$ cat config.mk
export PLATFORM = sky130hd
export DESIGN_NAME = axi_rd_master
export DESIGN_NICKNAME = d
export VERILOG_FILES = /design/src/design/fetch_pkg.sv /design/src/design/axi_rd_master.sv
export VERILOG_INCLUDE_DIRS = /design/src /design/src/design
export SDC_FILE = /design/constraint.sdc
export NUM_CORES = 1
export LEC_CHECK = 0
export BUFFER_PORTS_ARGS = -buffer_cell sky130_fd_sc_hd__buf_2
export CAP_MARGIN = 25
export CORE_AREA = 2 2 117 119
export CTS_CLUSTER_DIAMETER = 80
export DETAILED_ROUTE_END_ITERATION = 8
export DIE_AREA = 0 0 119 121
export PLACE_DENSITY_LB_ADDON = 0.25
export SYNTH_ARGS = -nofsm -noshare
export SYNTH_HDL_FRONTEND = slang
export SYNTH_SLANG_ARGS = --single-unit
$ cat constraint.sdc
create_clock -name clk -period 8.9 [get_ports clk]
set_clock_uncertainty 0.15 [all_clocks]
set_input_delay 0.445 -clock clk [delete_from_list [all_inputs] [get_ports clk]]
set_output_delay 0.445 -clock clk [all_outputs]
set_load 0.01 [all_outputs]
$ cat src/design/fetch_cfg.svh
`ifndef FETCH_CFG_SVH
`define FETCH_CFG_SVH

// first fetch address out of reset, start of dram
`define RESET_PC 64'h0000_0000_8000_0000

// virtual address width of the core
`define ADDR_W 64

// icache geometry
// one line is LINE_WORDS x 64-bit words, so 32 bytes
`define LINE_WORDS 4
`define CACHE_LINES 16 // direct mapped, one way

// axi read ids
// refill and uncached data share the single read master
`define ID_REFILL 4'd0 // icache line refill
`define ID_DATA 4'd1 // uncached load from mem stage

`endif
$ cat src/design/fetch_pkg.sv
`include "fetch_cfg.svh"

package fetch_pkg;

  // pc_gen to icache, one fetch address per cycle
  typedef struct packed {
    logic valid;
    logic [`ADDR_W-1:0] pc;
  } fetch_req_t;

  // icache to decode, inst is nop while valid low
  typedef struct packed {
    logic valid;
    logic [`ADDR_W-1:0] pc;
    logic [31:0] inst;
  } fetch_out_t;

  // read request level, held until first beat comes back
  typedef struct packed {
    logic valid;
    logic [`ADDR_W-1:0] addr;
    logic [7:0] len; // beats minus one
  } rd_req_t;

  // one returned read beat, tagged with its axi id
  typedef struct packed {
    logic valid;
    logic [3:0] id;
    logic [63:0] data;
    logic last;
  } rd_beat_t;

  typedef struct packed {
    logic valid;
    logic [3:0] id;
    logic [`ADDR_W-1:0] addr;
    logic [7:0] len;
    logic [2:0] size;
    logic [1:0] burst;
  } axi_ar_t;

  typedef struct packed {
    logic valid;
    logic [3:0] id;
    logic [63:0] data;
    logic [1:0] resp;
    logic last;
  } axi_r_t;

endpackage

$ cat src/design/axi_rd_master.sv
`timescale 1ns/10ps
`include "fetch_cfg.svh"

module axi_rd_master import fetch_pkg::*; (
  input  logic       clk,
  input  logic       rst_n,
  input  rd_req_t    req_i,      // granted request from the arbiter
  input  logic [3:0] id_i,       // id of the granted port
  output rd_beat_t   beat_o,
  output axi_ar_t    ar_o,
  input  logic       ar_ready_i,
  input  axi_r_t     r_i,
  output logic       r_ready_o
);

  localparam logic [2:0] AXI_SIZE_8B    = 3'b011; // 8 bytes per beat
  localparam logic [1:0] AXI_BURST_INCR = 2'b01;

  typedef enum logic [1:0] {M_IDLE, M_ADDR, M_DATA} mstate_t;

  mstate_t            state_q;
  logic [`ADDR_W-1:0] addr_q;
  logic [7:0]         len_q;
  logic [3:0]         id_q;
  logic               take_req;
  logic               ar_hs;
  logic               r_hs;

  assign take_req = (state_q == M_IDLE) & req_i.valid;
  assign ar_hs    = ar_o.valid & ar_ready_i;
  assign r_hs     = r_i.valid & r_ready_o;

  // request fields frozen at issue, ar stays stable until handshake
  always_ff @(posedge clk) begin
    if (take_req) begin
      addr_q <= req_i.addr;
      len_q  <= req_i.len;
      id_q   <= id_i;
    end
  end

  always_ff @(posedge clk or negedge rst_n) begin
    if (!rst_n) begin
      state_q <= M_IDLE;
    end else begin
      case (state_q)
        M_IDLE: if (take_req) state_q <= M_ADDR;
        M_ADDR: if (ar_hs) state_q <= M_DATA; // valid drops right after handshake
        M_DATA: if (r_hs && r_i.last) state_q <= M_IDLE;
        default: state_q <= M_IDLE;
      endcase
    end
  end

  assign ar_o.valid = (state_q == M_ADDR);
  assign ar_o.id    = id_q;
  assign ar_o.addr  = addr_q;
  assign ar_o.len   = len_q;
  assign ar_o.size  = AXI_SIZE_8B;
  assign ar_o.burst = AXI_BURST_INCR;

  assign r_ready_o = (state_q == M_DATA); // always ready while a burst is open

  // every accepted r beat goes straight out, id from the slave
  assign beat_o.valid = r_hs;
  assign beat_o.id    = r_i.id;
  assign beat_o.data  = r_i.data;
  assign beat_o.last  = r_i.last;

endmodule

# Yosys cells after proc, flatten, opt, wreduce, memory -nomap -nowiden

Index checks and enable logic that the tools add are counted.

Mux-type cells: 4
Equality and inequality tests: 5
Reduce and logical (&&, ||, !) cells: 3
Bitwise logic cells: 3

Operators with widths:

| kind                                                   | number |
|---|---|
| two-way mux 2 bit                                      | 3 |
| one-hot mux 2 bit (3 select lines)                     | 1 |
| inequality test 2 x 1 -> 1 bit (second input constant) | 2 |
| bitwise AND 1 bit                                      | 3 |
| AND reduction 3 bit                                    | 1 |
| == test 2 x 1 -> 1 bit (second input constant)         | 1 |
| == test 2 bit (second input constant)                  | 1 |
| zero test 2 bit                                        | 1 |
| inequality test 2 bit (second input constant)          | 1 |
| logical AND 1 bit                                      | 1 |

Output and inout bits: 153
Flip-flop bits (word level): 78

# Longest topological paths before layout

Gate-level depths: netlist of run 1.

Word-level depth: 5
Depth in mapped cells: 3
Depth with buffers taken out: 2

# Worst setup path before layout of run 1

OpenSTA, ideal clock, no wires.

Kind: register -> register
Start point: register state_q[0]
End point: register addr_q[0], enable pin
Library setup time: 0.619 ns
Stages on the path, launching flop included: 2
Data arrival time: 6.019 ns
Path slack: 2.111 ns
Buffers on the path: 0
Path through: dfrtp_1 nor3b_1

Longest elaborated chain between the ends: 2

Ends and longest elaborated chain:

| item                   | line                | RTL |
|---|---|---|
| start, declared        | axi_rd_master.sv:21 | `mstate_t state_q;` |
| start signal, assigned | axi_rd_master.sv:44 | `state_q <= M_IDLE;` |
| start signal, assigned | axi_rd_master.sv:47 | `M_IDLE: if (take_req) state_q <= M_ADDR;` |
| start signal, assigned | axi_rd_master.sv:48 | `M_ADDR: if (ar_hs) state_q <= M_DATA;` |
| zero test 2 bit        | axi_rd_master.sv:29 | `assign take_req = (state_q == M_IDLE) & req_i.valid;` |
| bitwise AND 1 bit      | axi_rd_master.sv:29 |  |
| net take_req           | axi_rd_master.sv:25 | `logic take_req;` |
| end signal, assigned   | axi_rd_master.sv:36 | `addr_q <= req_i.addr;` |
| end, declared          | axi_rd_master.sv:22 | `` logic [`ADDR_W-1:0] addr_q; `` |

The timed path passes the listed nets, and every way through them passes these cells.
A chain may end at the register's enable or synchronous reset.

# Worst setup path after layout of run 1

Start point: register state_q[0]
End point: register addr_q[4], enable pin

Same word-level chain as after synthesis.

==> flow_metrics.env, run 1 <==
export IMPL_slew_violations=0
export IMPL_grt_max_degree=77
export IMPL_grt_use_met2_pct=16.5
export IMPL_vias=1590
export IMPL_cts_setup_buffers=0
export IMPL_setup_viol=0
export IMPL_crit_path_start="state_q[0]"
export IMPL_start_util_pct=22.7
export IMPL_cts_resized=0
export IMPL_drtIter0Drc=185
export IMPL_max_stage_delay_ns=0.75
export IMPL_cap_violations=0
export IMPL_io_pins=305
export IMPL_grt_pass1_vias=1540
export IMPL_netSwitchingPower_uw=274
export IMPL_post_route_period_util_pct=22.1
export IMPL_relSlewSlack_pct=36.4
export IMPL_clockRootBuffer="clkbuf_16"
export IMPL_clock_latency_ns=0.32
export IMPL_clockPowerShare_pct=35.0
export IMPL_critPathMaxFanout=76
export IMPL_cts_sinks=78
export IMPL_fmax_ghz=0.507
export IMPL_synthDistinctLibCells=11
export IMPL_use_met3_pct=6.53
export IMPL_critical_path_cell_chain="nor3b_2 > buf_4"
export IMPL_start_kind="flip-flop"
export IMPL_drc=0
export IMPL_dr_pass1_iters=5
export IMPL_fillCellCount=1316
export IMPL_syn_inst=163
export IMPL_cts_buffer_depth=2
export IMPL_place_area_um2=3460
export IMPL_syn_cell_area_um2=2970
export IMPL_vias_per_cell=3.56
export IMPL_internal_power_uw=815
export IMPL_tns_ns=0
export IMPL_multi_input_area_um2=90.1
export IMPL_power_leakage_nw=1.58
export IMPL_status="completed"
export IMPL_drt_total_wl_mm=7.34
export IMPL_swShare_pct=25.1
export IMPL_seq_area_um2=2330
export IMPL_crit_arrival_ns=1.77
export IMPL_min_period_ns=1.97
export IMPL_numPortBuffers=161
export IMPL_holdCritStartpoint="req_i[8]"
export IMPL_cp_end_kind="flip-flop"
export IMPL_drive_above_1_share_pct=67.0
export IMPL_wire_per_inst_um=16.4
export IMPL_ant_nets=0
export IMPL_ys_seq_elements=78
export IMPL_powerDensity_nw_per_um2=288
export IMPL_grt_pass1_wl_mm=9.83
export IMPL_die_x_um=119
export IMPL_rsz0062_at_grt="no"
export IMPL_rows=42
export IMPL_cts_tree="done"
export IMPL_ys_seq_area_share_pct=78.6
export IMPL_overflow=0
export IMPL_stdcell_count=447
export IMPL_avgSynthCellArea_um2=18.2
export IMPL_use_met1_pct=8.43
export IMPL_clkTransAtPathRegs_ns=0.06
export IMPL_crit_type="reg2reg"
export IMPL_cp_slowest_cell="buf_4"
export IMPL_dp_cells=429
export IMPL_grt_usage_pct=9.54
export IMPL_cts_max_level=3
export IMPL_regToRegStartpoint="state_q[0]"
export IMPL_worstHoldPathType="in2reg"
export IMPL_vdd_drop_max_uv=84.6
export IMPL_yosysWarnings=0
export IMPL_p_comb_share_pct=17.1
export IMPL_worstMarginPinSlew_ns=0.954
export IMPL_seqPwrFrac_pct=47.9
export IMPL_dp_hpwl_mm=5.76
export IMPL_core_area_um2=13100
export IMPL_fin_area_um2=3780
export IMPL_crit_required_ns=8.69
export IMPL_grt_busiest_layer="met2"
export IMPL_gp_congestion=0.669
export IMPL_final_core_util_pct=28.9
export IMPL_dieArea_um2=14400
export IMPL_area_delta_synth_final_pct=27.4
export IMPL_nets=417
export IMPL_die_y_um=121
export IMPL_antenna_found_initial=1
export IMPL_hold_viol=0
export IMPL_cts_made_buffers=9
[through the flow]
stage | hold WS (ns) | worst slack, ns | power, mW
after detailed placement | 0.0857 | 6.86 | 0.720
final | 0.143 | 6.93 | 1.09
after global placement | 0.0814 | 6.85 | 0.719
after floorplan | -0.000591 | 2.11 | 0.668
after global routing | 0.123 | 6.82 | 1.14
after CTS | 0.126 | 6.90 | 1.11
[cell usage after synthesis]
master	count	area, µm²
a22o_2	1	10.0
buf_4	75	563
nor2_1	1	3.75
edfxtp_1	76	2280
nand2_1	1	3.75
nor3b_1	1	7.51
nor2b_4	2	27.5
a211oi_1	1	7.51
and2_1	1	6.26
dfrtp_1	2	50.1
conb_1	2	7.51
[cells by family (layout without fill, tap and decap cells)]
| kind of cell | count (synthesis) | after routing | synth area share (%) |
|---|---|---|---|
| buffers and inverters | 75 | 179 | 19.0 |
| flip-flops | 78 | 78 | 78.6 |
| AO/OA/AOI/OAI | 2 | 2 | 0.590 |
| other | 2 | 6 | 0.253 |
| AND/OR/NAND/NOR | 6 | 6 | 1.64 |
[layout make-up]
class | instances | share of cell area [%]
sequential | 78 | 61.6
timing repair buffer | 163 | 21.8
clock buffer | 10 | 6.05
tap | 176 | 5.82
multi-input combinational | 13 | 2.38
clock inverter | 6 | 2.28
antenna | 1 | 0.0661
[what timing repair did]
item / in CTS / in global routing
endpoints found under the hold margin: 2 / 0
hold buffers: 1 / 0
endpoints found under the setup margin: 0 / 0
[path summary, 6_finish.rpt]
check	endpoint	slack (ns)	depth (start not counted)
worst max-delay path	addr_q[4]	6.93	2
worst min-delay path	addr_q[0]	0.14	1
worst max register to register	addr_q[4]	6.93	2
worst min register to register	state_q[0]	0.40	1
max in group asynchronous	state_q[0]	8.22	2
min in group asynchronous	state_q[0]	0.29	2
[registers in the layout, indices dropped and copies added (netlist names)]
register  flops
addr_q       64
id_q          4
len_q         8
state_q       2
[power by group through the flow]
stage / Combinational (mW) / Sequential [mW] / Clock, mW
6_report: 0.186 / 0.522 / 0.382
5_1_grt: 0.203 / 0.529 / 0.410
4_1_cts: 0.191 / 0.523 / 0.394
3_5_place_dp: 0.190 / 0.530 / 0
3_3_place_gp: 0.191 / 0.528 / 0
2_1_floorplan: 0.0854 / 0.583 / 0
[critical path, delay by kind of cell (launching register included)]
family | cells | cell delay [ns]
simple gates | 1 | 0.20
buf+inv | 1 | 0.75
flops | 1 | 0.45
[per-layer routing]
layer / share of wire [%] / vias to the layer above
li1: - / 698
met1: 31 / 712
met2: 51 / 151
met3: 16 / 29
met4: 2.4 / 0
met5: 0 / -
[layout by cell type (no fill, tap or decap), drive strengths merged]
cell         instances
diode                1
and2                 1
dlygate4sd3          1
edfxtp              76
a211oi               1
nor2b                2
buf                162
nand2                1
dfrtp                2
nor2                 1
clkbuf              10
nor3b                1
a22o                 1
conb                 5
clkinv               3
clkinvlp             1
bufinv               2
Note: power is estimated with default switching activity, not from simulation.
==> inputs of run 2 (changes only) <==
--- a/config.mk
+++ b/config.mk
@@ -6,12 +6,13 @@
 export SDC_FILE = /design/constraint.sdc
 export NUM_CORES = 1
 export LEC_CHECK = 0
+export ABC_AREA = 1
 export BUFFER_PORTS_ARGS = -buffer_cell sky130_fd_sc_hd__buf_2
 export CAP_MARGIN = 25
-export CORE_AREA = 2 2 117 119
+export CORE_AREA = 2 2 118 120
 export CTS_CLUSTER_DIAMETER = 80
 export DETAILED_ROUTE_END_ITERATION = 8
-export DIE_AREA = 0 0 119 121
+export DIE_AREA = 0 0 120 122
 export PLACE_DENSITY_LB_ADDON = 0.25
 export SYNTH_ARGS = -nofsm -noshare
 export SYNTH_HDL_FRONTEND = slang
==> constraint.sdc (replaced) <==
create_clock -name clk -period 1.58 [get_ports clk]
set_clock_uncertainty 0.15 [all_clocks]
set_input_delay 0.079 -clock clk [delete_from_list [all_inputs] [get_ports clk]]
set_output_delay 0.079 -clock clk [all_outputs]
set_load 0.01 [all_outputs]
==> run 2 against run 1 <==
Compared with the run above: sequential power rose to 5.6 times the previous value; first-iteration DRC count down 26%; synthesized cell count up 3.1%; critical endpoint is now addr_q[10]; global-route usage up 0.37 points; count of clock-buffer cells in the layout down 1.
==> flow_metrics.env, run 2 <==
export IMPL_status="completed"
export IMPL_clkTransAtPathRegs_ns=0.06
export IMPL_crit_arrival_ns=1.35
export IMPL_min_period_ns=1.48
export IMPL_holdCritStartpoint="r_i[18]"
export IMPL_cts_tree="done"
export IMPL_largestRegisters="addr_q: 64 flops, len_q: 8 flops, id_q: 4 flops"
export IMPL_fmax_ghz=0.676
export IMPL_die_x_um=120
export IMPL_ys_top_cells_by_area="edfxtp_1 77%, buf_4 19%, dfrtp_1 1.7%"
export IMPL_yosysWarnings=0
export IMPL_grt_pass1_vias=1964
export IMPL_gp_congestion=0.746
export IMPL_overflow=0
export IMPL_synth_fa_ha_area_share_pct=0
export IMPL_synth_flop_cell="edfxtp_1"
export IMPL_dr_wl_met2_mm=3.74
export IMPL_cts_sinks=78
export IMPL_setup_worst_path_end="addr_q[10]"
export IMPL_die_y_um=122
export IMPL_fin_ws_ns=0.101
export IMPL_drtIter0Drc=137
export IMPL_cp_end_kind="flip-flop"
export IMPL_top_layer="met4"
export IMPL_synth_xor_area_share_pct=0
export IMPL_final_core_util_pct=34.4
export IMPL_regToRegStartpoint="state_q[1]"
export IMPL_r2r_slack_ns=0.10
export IMPL_synth_area_leader_cell="edfxtp_1"
export IMPL_powerDensity_nw_per_um2=1400
export IMPL_ys_async_sr_fraction_pct=2.56
export IMPL_finalPower_mw=6.50
export IMPL_critPathMaxFanout=36
export IMPL_r2r_end="addr_q[10]"
export IMPL_crit_required_ns=1.45
export IMPL_drc=0
export IMPL_grt_max_degree=37
export IMPL_synth_mux_area_share_pct=0
export IMPL_largest_register_ffs=64
export IMPL_clock_latency_ns=0.33
export IMPL_grt_usage_pct=9.91
export IMPL_holdWs_ns=0.00800
export IMPL_dr_pass1_iters=4
export IMPL_dp_slack_ns=0.113
export IMPL_wl_met1_mm=2.61
export IMPL_antenna_found_initial=0
export IMPL_cts_max_level=3
export IMPL_met3_length_mm=1.02
export IMPL_crit_type="reg2reg"
export IMPL_vias=1963
export IMPL_synthDistinctLibCells=12
export IMPL_cts_made_buffers=9
export IMPL_antenna_cells=0
export IMPL_area_delta_synth_final_pct=56.4
export IMPL_start_util_pct=22.0
export IMPL_cts_resized=0
export IMPL_start_kind="flip-flop"
export IMPL_synth_top_family_by_area="buffers and inverters"
export IMPL_post_route_period_util_pct=93.6
export IMPL_core_area_um2=13500
export IMPL_power_leakage_nw=1.96
export IMPL_hold_viol=0
export IMPL_avgSynthCellArea_um2=17.7
export IMPL_worstHoldPathType="in2out"
export IMPL_synth_top_cell_area_share_pct=76.9
export IMPL_vias_per_cell=3.64
export IMPL_drive_above_1_share_pct=51.8
export IMPL_yosysMostFrequentCell="edfxtp_1"
export IMPL_seq_area_um2=2330
export IMPL_synth_edf_count=76
export IMPL_wire_per_inst_um=14.4
export IMPL_clockRootBuffer="clkbuf_16"
export IMPL_syn_cell_area_um2=2970
export IMPL_io_pins=305
export IMPL_fillCellCount=1312
export IMPL_grt_pass1_wl_mm=10.6
export IMPL_final_common_cell="buf_2"
export IMPL_crit_path_start="state_q[1]"
export IMPL_cts_setup_buffers=0
export IMPL_slew_violations=0
export IMPL_layout_common_cells="161 x buf_2, 81 x dlygate4sd3_1, 76 x edfxtp_1"
export IMPL_dieArea_um2=14600
export IMPL_ys_seq_elements=78
export IMPL_synth_compound_area_share_pct=0
export IMPL_numPortBuffers=161
export IMPL_synthSimpleGateAreaFrac_pct=1.77
export IMPL_vdd_drop_max_uv=434
export IMPL_ys_seq_area_share_pct=78.6
export IMPL_syn_inst=168
export IMPL_synth_common_cells="76 x edfxtp_1, 75 x buf_4, 3 x nand2_1"
export IMPL_nets=506
export IMPL_ant_nets=0
export IMPL_drt_total_wl_mm=7.74
export IMPL_top_register="addr_q"
export IMPL_multi_input_area_um2=71.3
export IMPL_cap_violations=0
export IMPL_r2r_cells=4
export IMPL_setup_viol=0
export IMPL_rsz0062_at_grt="no"
export IMPL_cts_buffer_depth=2
export IMPL_rows=43
## run 2: cell types whose count changed after synthesis, sizes merged
| cell | change |
|---|---|
| and3 | +1 |
| nor2b | -2 |
| inv | +3 |
| a211oi | -1 |
| nand3b | +1 |
| and2 | -1 |
| nor2 | +1 |
| nand2 | +2 |
| a22o | -1 |
| nor3b | -1 |
| nand3 | +3 |
## run 2: timing repair
action,4_1_cts,5_1_grt
hold endpoints to repair,80,0
hold buffers,81,0
endpoints found under the setup margin,0,0
## run 2: layout make-up
type                       instances  share of cell area, %
inverter                           3                  0.324
timing repair buffer             247                   35.9
sequential                        78                   50.3
clock buffer                       9                   4.85
tap                              180                   4.85
multi-input combinational         15                   1.54
clock inverter                     7                   2.26
## run 2: per-layer routing
metal	vias up	global-route usage, %
met1	884	9.12
met3	42	5.01
met4	0	7.79
li1	880	-
met5	-	0
met2	157	16.6
## run 2: logic make-up (layout without fill, tap and decap cells)
family | Yosys count | count (layout)
DFF | 78 | 78
buffers and inverters | 78 | 266
other | 2 | 5
and+or+nand+nor | 10 | 10
## run 2: worst min-delay path by stage
stage / end / slack, ns / cells after the start
CTS: beat_o[25] / 0.008 / 0
detailed placement: state_q[1] / -0.28 / 1
finish: beat_o[16] / 0.008 / 0
floorplan: state_q[0] / -0.37 / 0
global placement: state_q[1] / -0.28 / 1
global route: beat_o[27] / 0.008 / 0
## run 2: worst max-delay path: stages (launching register included)
cell and delay [ns]:
dfrtp_1 0.42, inv_2 0.10, nand3_2 0.10, clkinvlp_4 0.15, buf_12 0.22
## run 2: metrics by stage
stage / std cells / instance area [µm²] / TNS [ns]
after global routing: 539 / 4640 / 0
after floorplan: 171 / 2980 / -43.59
after CTS: 539 / 4640 / 0
after detailed placement: 442 / 3500 / 0
final: 539 / 4640 / 0
after global placement: 442 / 3500 / 0
## run 2: report_power, final
part	internal (mW)	switching [mW]	total (mW)
clock	1.41	0.827	2.23
sequential	2.82	0.114	2.93
combinational	0.574	0.760	1.33
total	4.80	1.70	6.50
==> inputs of run 3 (changes only) <==
--- a/config.mk
+++ b/config.mk
@@ -9,10 +9,10 @@
 export ABC_AREA = 1
 export BUFFER_PORTS_ARGS = -buffer_cell sky130_fd_sc_hd__buf_2
 export CAP_MARGIN = 25
-export CORE_AREA = 2 2 118 120
+export CORE_AREA = 2 2 119 121
 export CTS_CLUSTER_DIAMETER = 80
 export DETAILED_ROUTE_END_ITERATION = 8
-export DIE_AREA = 0 0 120 122
+export DIE_AREA = 0 0 121 123
 export PLACE_DENSITY_LB_ADDON = 0.25
 export SYNTH_ARGS = -nofsm -noshare
 export SYNTH_HDL_FRONTEND = slang
==> run 3 against run 2 <==
Compared with the run above: critical path type unchanged; power shrank 4.1%; non-clock buffer count shrank 1; register-to-register slack lost 0.02 ns.
==> flow_metrics.env, run 3 (synthesis gave the netlist of run 2 again) <==
export IMPL_status="completed"
export IMPL_critical_path_cell_chain="inv_2 > nand3_2 > clkinvlp_4 > buf_12"
export IMPL_top_register="addr_q"
export IMPL_powerDensity_nw_per_um2=1350
export IMPL_dieArea_um2=14900
export IMPL_cap_violations=0
export IMPL_rsz0062_at_grt="no"
export IMPL_vias=1936
export IMPL_crit_required_ns=1.45
export IMPL_drive_above_1_share_pct=51.4
export IMPL_cp_num_buf_inv=3
export IMPL_drc=0
export IMPL_clock_latency_ns=0.33
export IMPL_cts_resized=0
export IMPL_max_stage_delay_ns=0.41
export IMPL_clkTransAtPathRegs_ns=0.06
export IMPL_io_pins=305
export IMPL_start_util_pct=21.8
export IMPL_worstHoldPathType="in2out"
export IMPL_crit_arrival_ns=1.37
export IMPL_die_x_um=121
export IMPL_post_route_period_util_pct=95.1
export IMPL_fillCellCount=1345
export IMPL_numPortBuffers=161
export IMPL_hold_viol=0
export IMPL_cp_end_kind="flip-flop"
export IMPL_dp_hpwl_mm=5.08
export IMPL_cts_made_buffers=9
export IMPL_power_leakage_nw=1.93
export IMPL_overflow=0
export IMPL_gp_congestion=0.673
export IMPL_setup_viol=0
export IMPL_finalPower_mw=6.23
export IMPL_ant_nets=0
export IMPL_cts_setup_buffers=0
export IMPL_cp_slowest_cell="dfrtp_1"
export IMPL_clockRootBuffer="clkbuf_16"
export IMPL_start_kind="flip-flop"
export IMPL_dp_slack_ns=0.101
export IMPL_cts_tree="done"
export IMPL_core_area_um2=13600
export IMPL_die_y_um=123
export IMPL_crit_type="reg2reg"
export IMPL_vias_per_cell=3.59
export IMPL_grt_pass1_wl_mm=10.2
export IMPL_drt_total_wl_mm=7.29
export IMPL_critPathMaxFanout=39
export IMPL_rows=43
export IMPL_cts_max_level=3
export IMPL_area_delta_synth_final_pct=55.1
export IMPL_largestRegisters="addr_q: 64 flops, len_q: 8 flops, id_q: 4 flops"
export IMPL_fmax_ghz=0.665
export IMPL_grt_usage_pct=9.35
export IMPL_grt_max_degree=40
export IMPL_cp_top_family="buffers and inverters"
export IMPL_cts_buffer_depth=2
export IMPL_wire_per_inst_um=13.5
export IMPL_min_period_ns=1.50
export IMPL_antenna_found_initial=1
export IMPL_vdd_drop_max_uv=718
export IMPL_slew_violations=0
export IMPL_final_common_cell="buf_2"
export IMPL_grt_pass1_vias=2028
export IMPL_dr_pass1_iters=4
export IMPL_fin_ws_ns=0.0770
export IMPL_cts_hold_buf=81
export IMPL_holdWs_ns=0.00800
export IMPL_nets=505
export IMPL_layout_common_cells="161 x buf_2, 81 x dlygate4sd3_1, 76 x edfxtp_1"
export IMPL_drtIter0Drc=55
export IMPL_largest_register_ffs=64
export IMPL_cts_sinks=78
export IMPL_dp_cells=441
export IMPL_stdcell_count=539
==> run 3: changes by cell type in the layout (fill, tap and decap cells not counted), sizes merged <==
| cell | previous run | this run |
|---|---|---|
| buf | 166 | 165 |
| clkinv | 1 | 4 |
| inv | 5 | 4 |
| diode | 0 | 1 |
| bufinv | 2 | 0 |
==> run 3: final cells by class <==
class	instances	area (µm²)	share of cell area (%)
tap	180	225	4.90
clock buffer	9	225	4.90
clock inverter	7	57.6	1.25
antenna	1	2.50	0.0544
timing repair buffer	246	1670	36.3
inverter	3	15.0	0.326
sequential	78	2330	50.7
multi-input combinational	15	71.3	1.55
==> run 3: through the flow <==
stage	TNS [ns]	utilization [%]	instance area (µm²)
global placement	0	25.7	3500
CTS	0	33.8	4600
finish	0	33.8	4600
detailed placement	0	25.7	3500
global route	0	33.8	4600
floorplan	-43.59	-	2980
==> run 3: worst paths after layout <==
check,from,to,slack [ns],depth (start not counted)
setup / recovery,state_q[1],addr_q[31],0.08,4
hold / removal,r_i[43],beat_o[41],0.008,0
setup reg to reg,state_q[1],addr_q[31],0.08,4
hold reg to reg,state_q[0],state_q[0],0.44,2
max in group asynchronous,rst_n,state_q[0],0.69,3
min in group asynchronous,rst_n,state_q[1],0.46,3
==> run 3: worst register-to-register path: stages, from the launching register on <==
cell        delay, ns
dfrtp_1          0.41
inv_2            0.10
nand3_2          0.12
clkinvlp_4       0.15
buf_12           0.24
==> run 3: where the power goes <==
group	switching (mW)	total, mW	leakage, nW	internal [mW]
Clock	0.867	1.95	0.136	1.08
Combinational	0.771	1.36	1.06	0.586
Sequential	0.108	2.92	0.739	2.82
Total	1.75	6.23	1.93	4.49
==> run 3: routing by layer <==
metal / vias to the layer above / routed length (µm) / share of wire [%] / track usage, %
met5: - / 0 / 0 / 0
met2: 131 / 3720 / 51 / 15.0
li1: 881 / - / - / -
met1: 905 / 2610 / 36 / 9.71
met4: 0 / 265 / 3.6 / 6.18
met3: 19 / 690 / 9.5 / 4.66
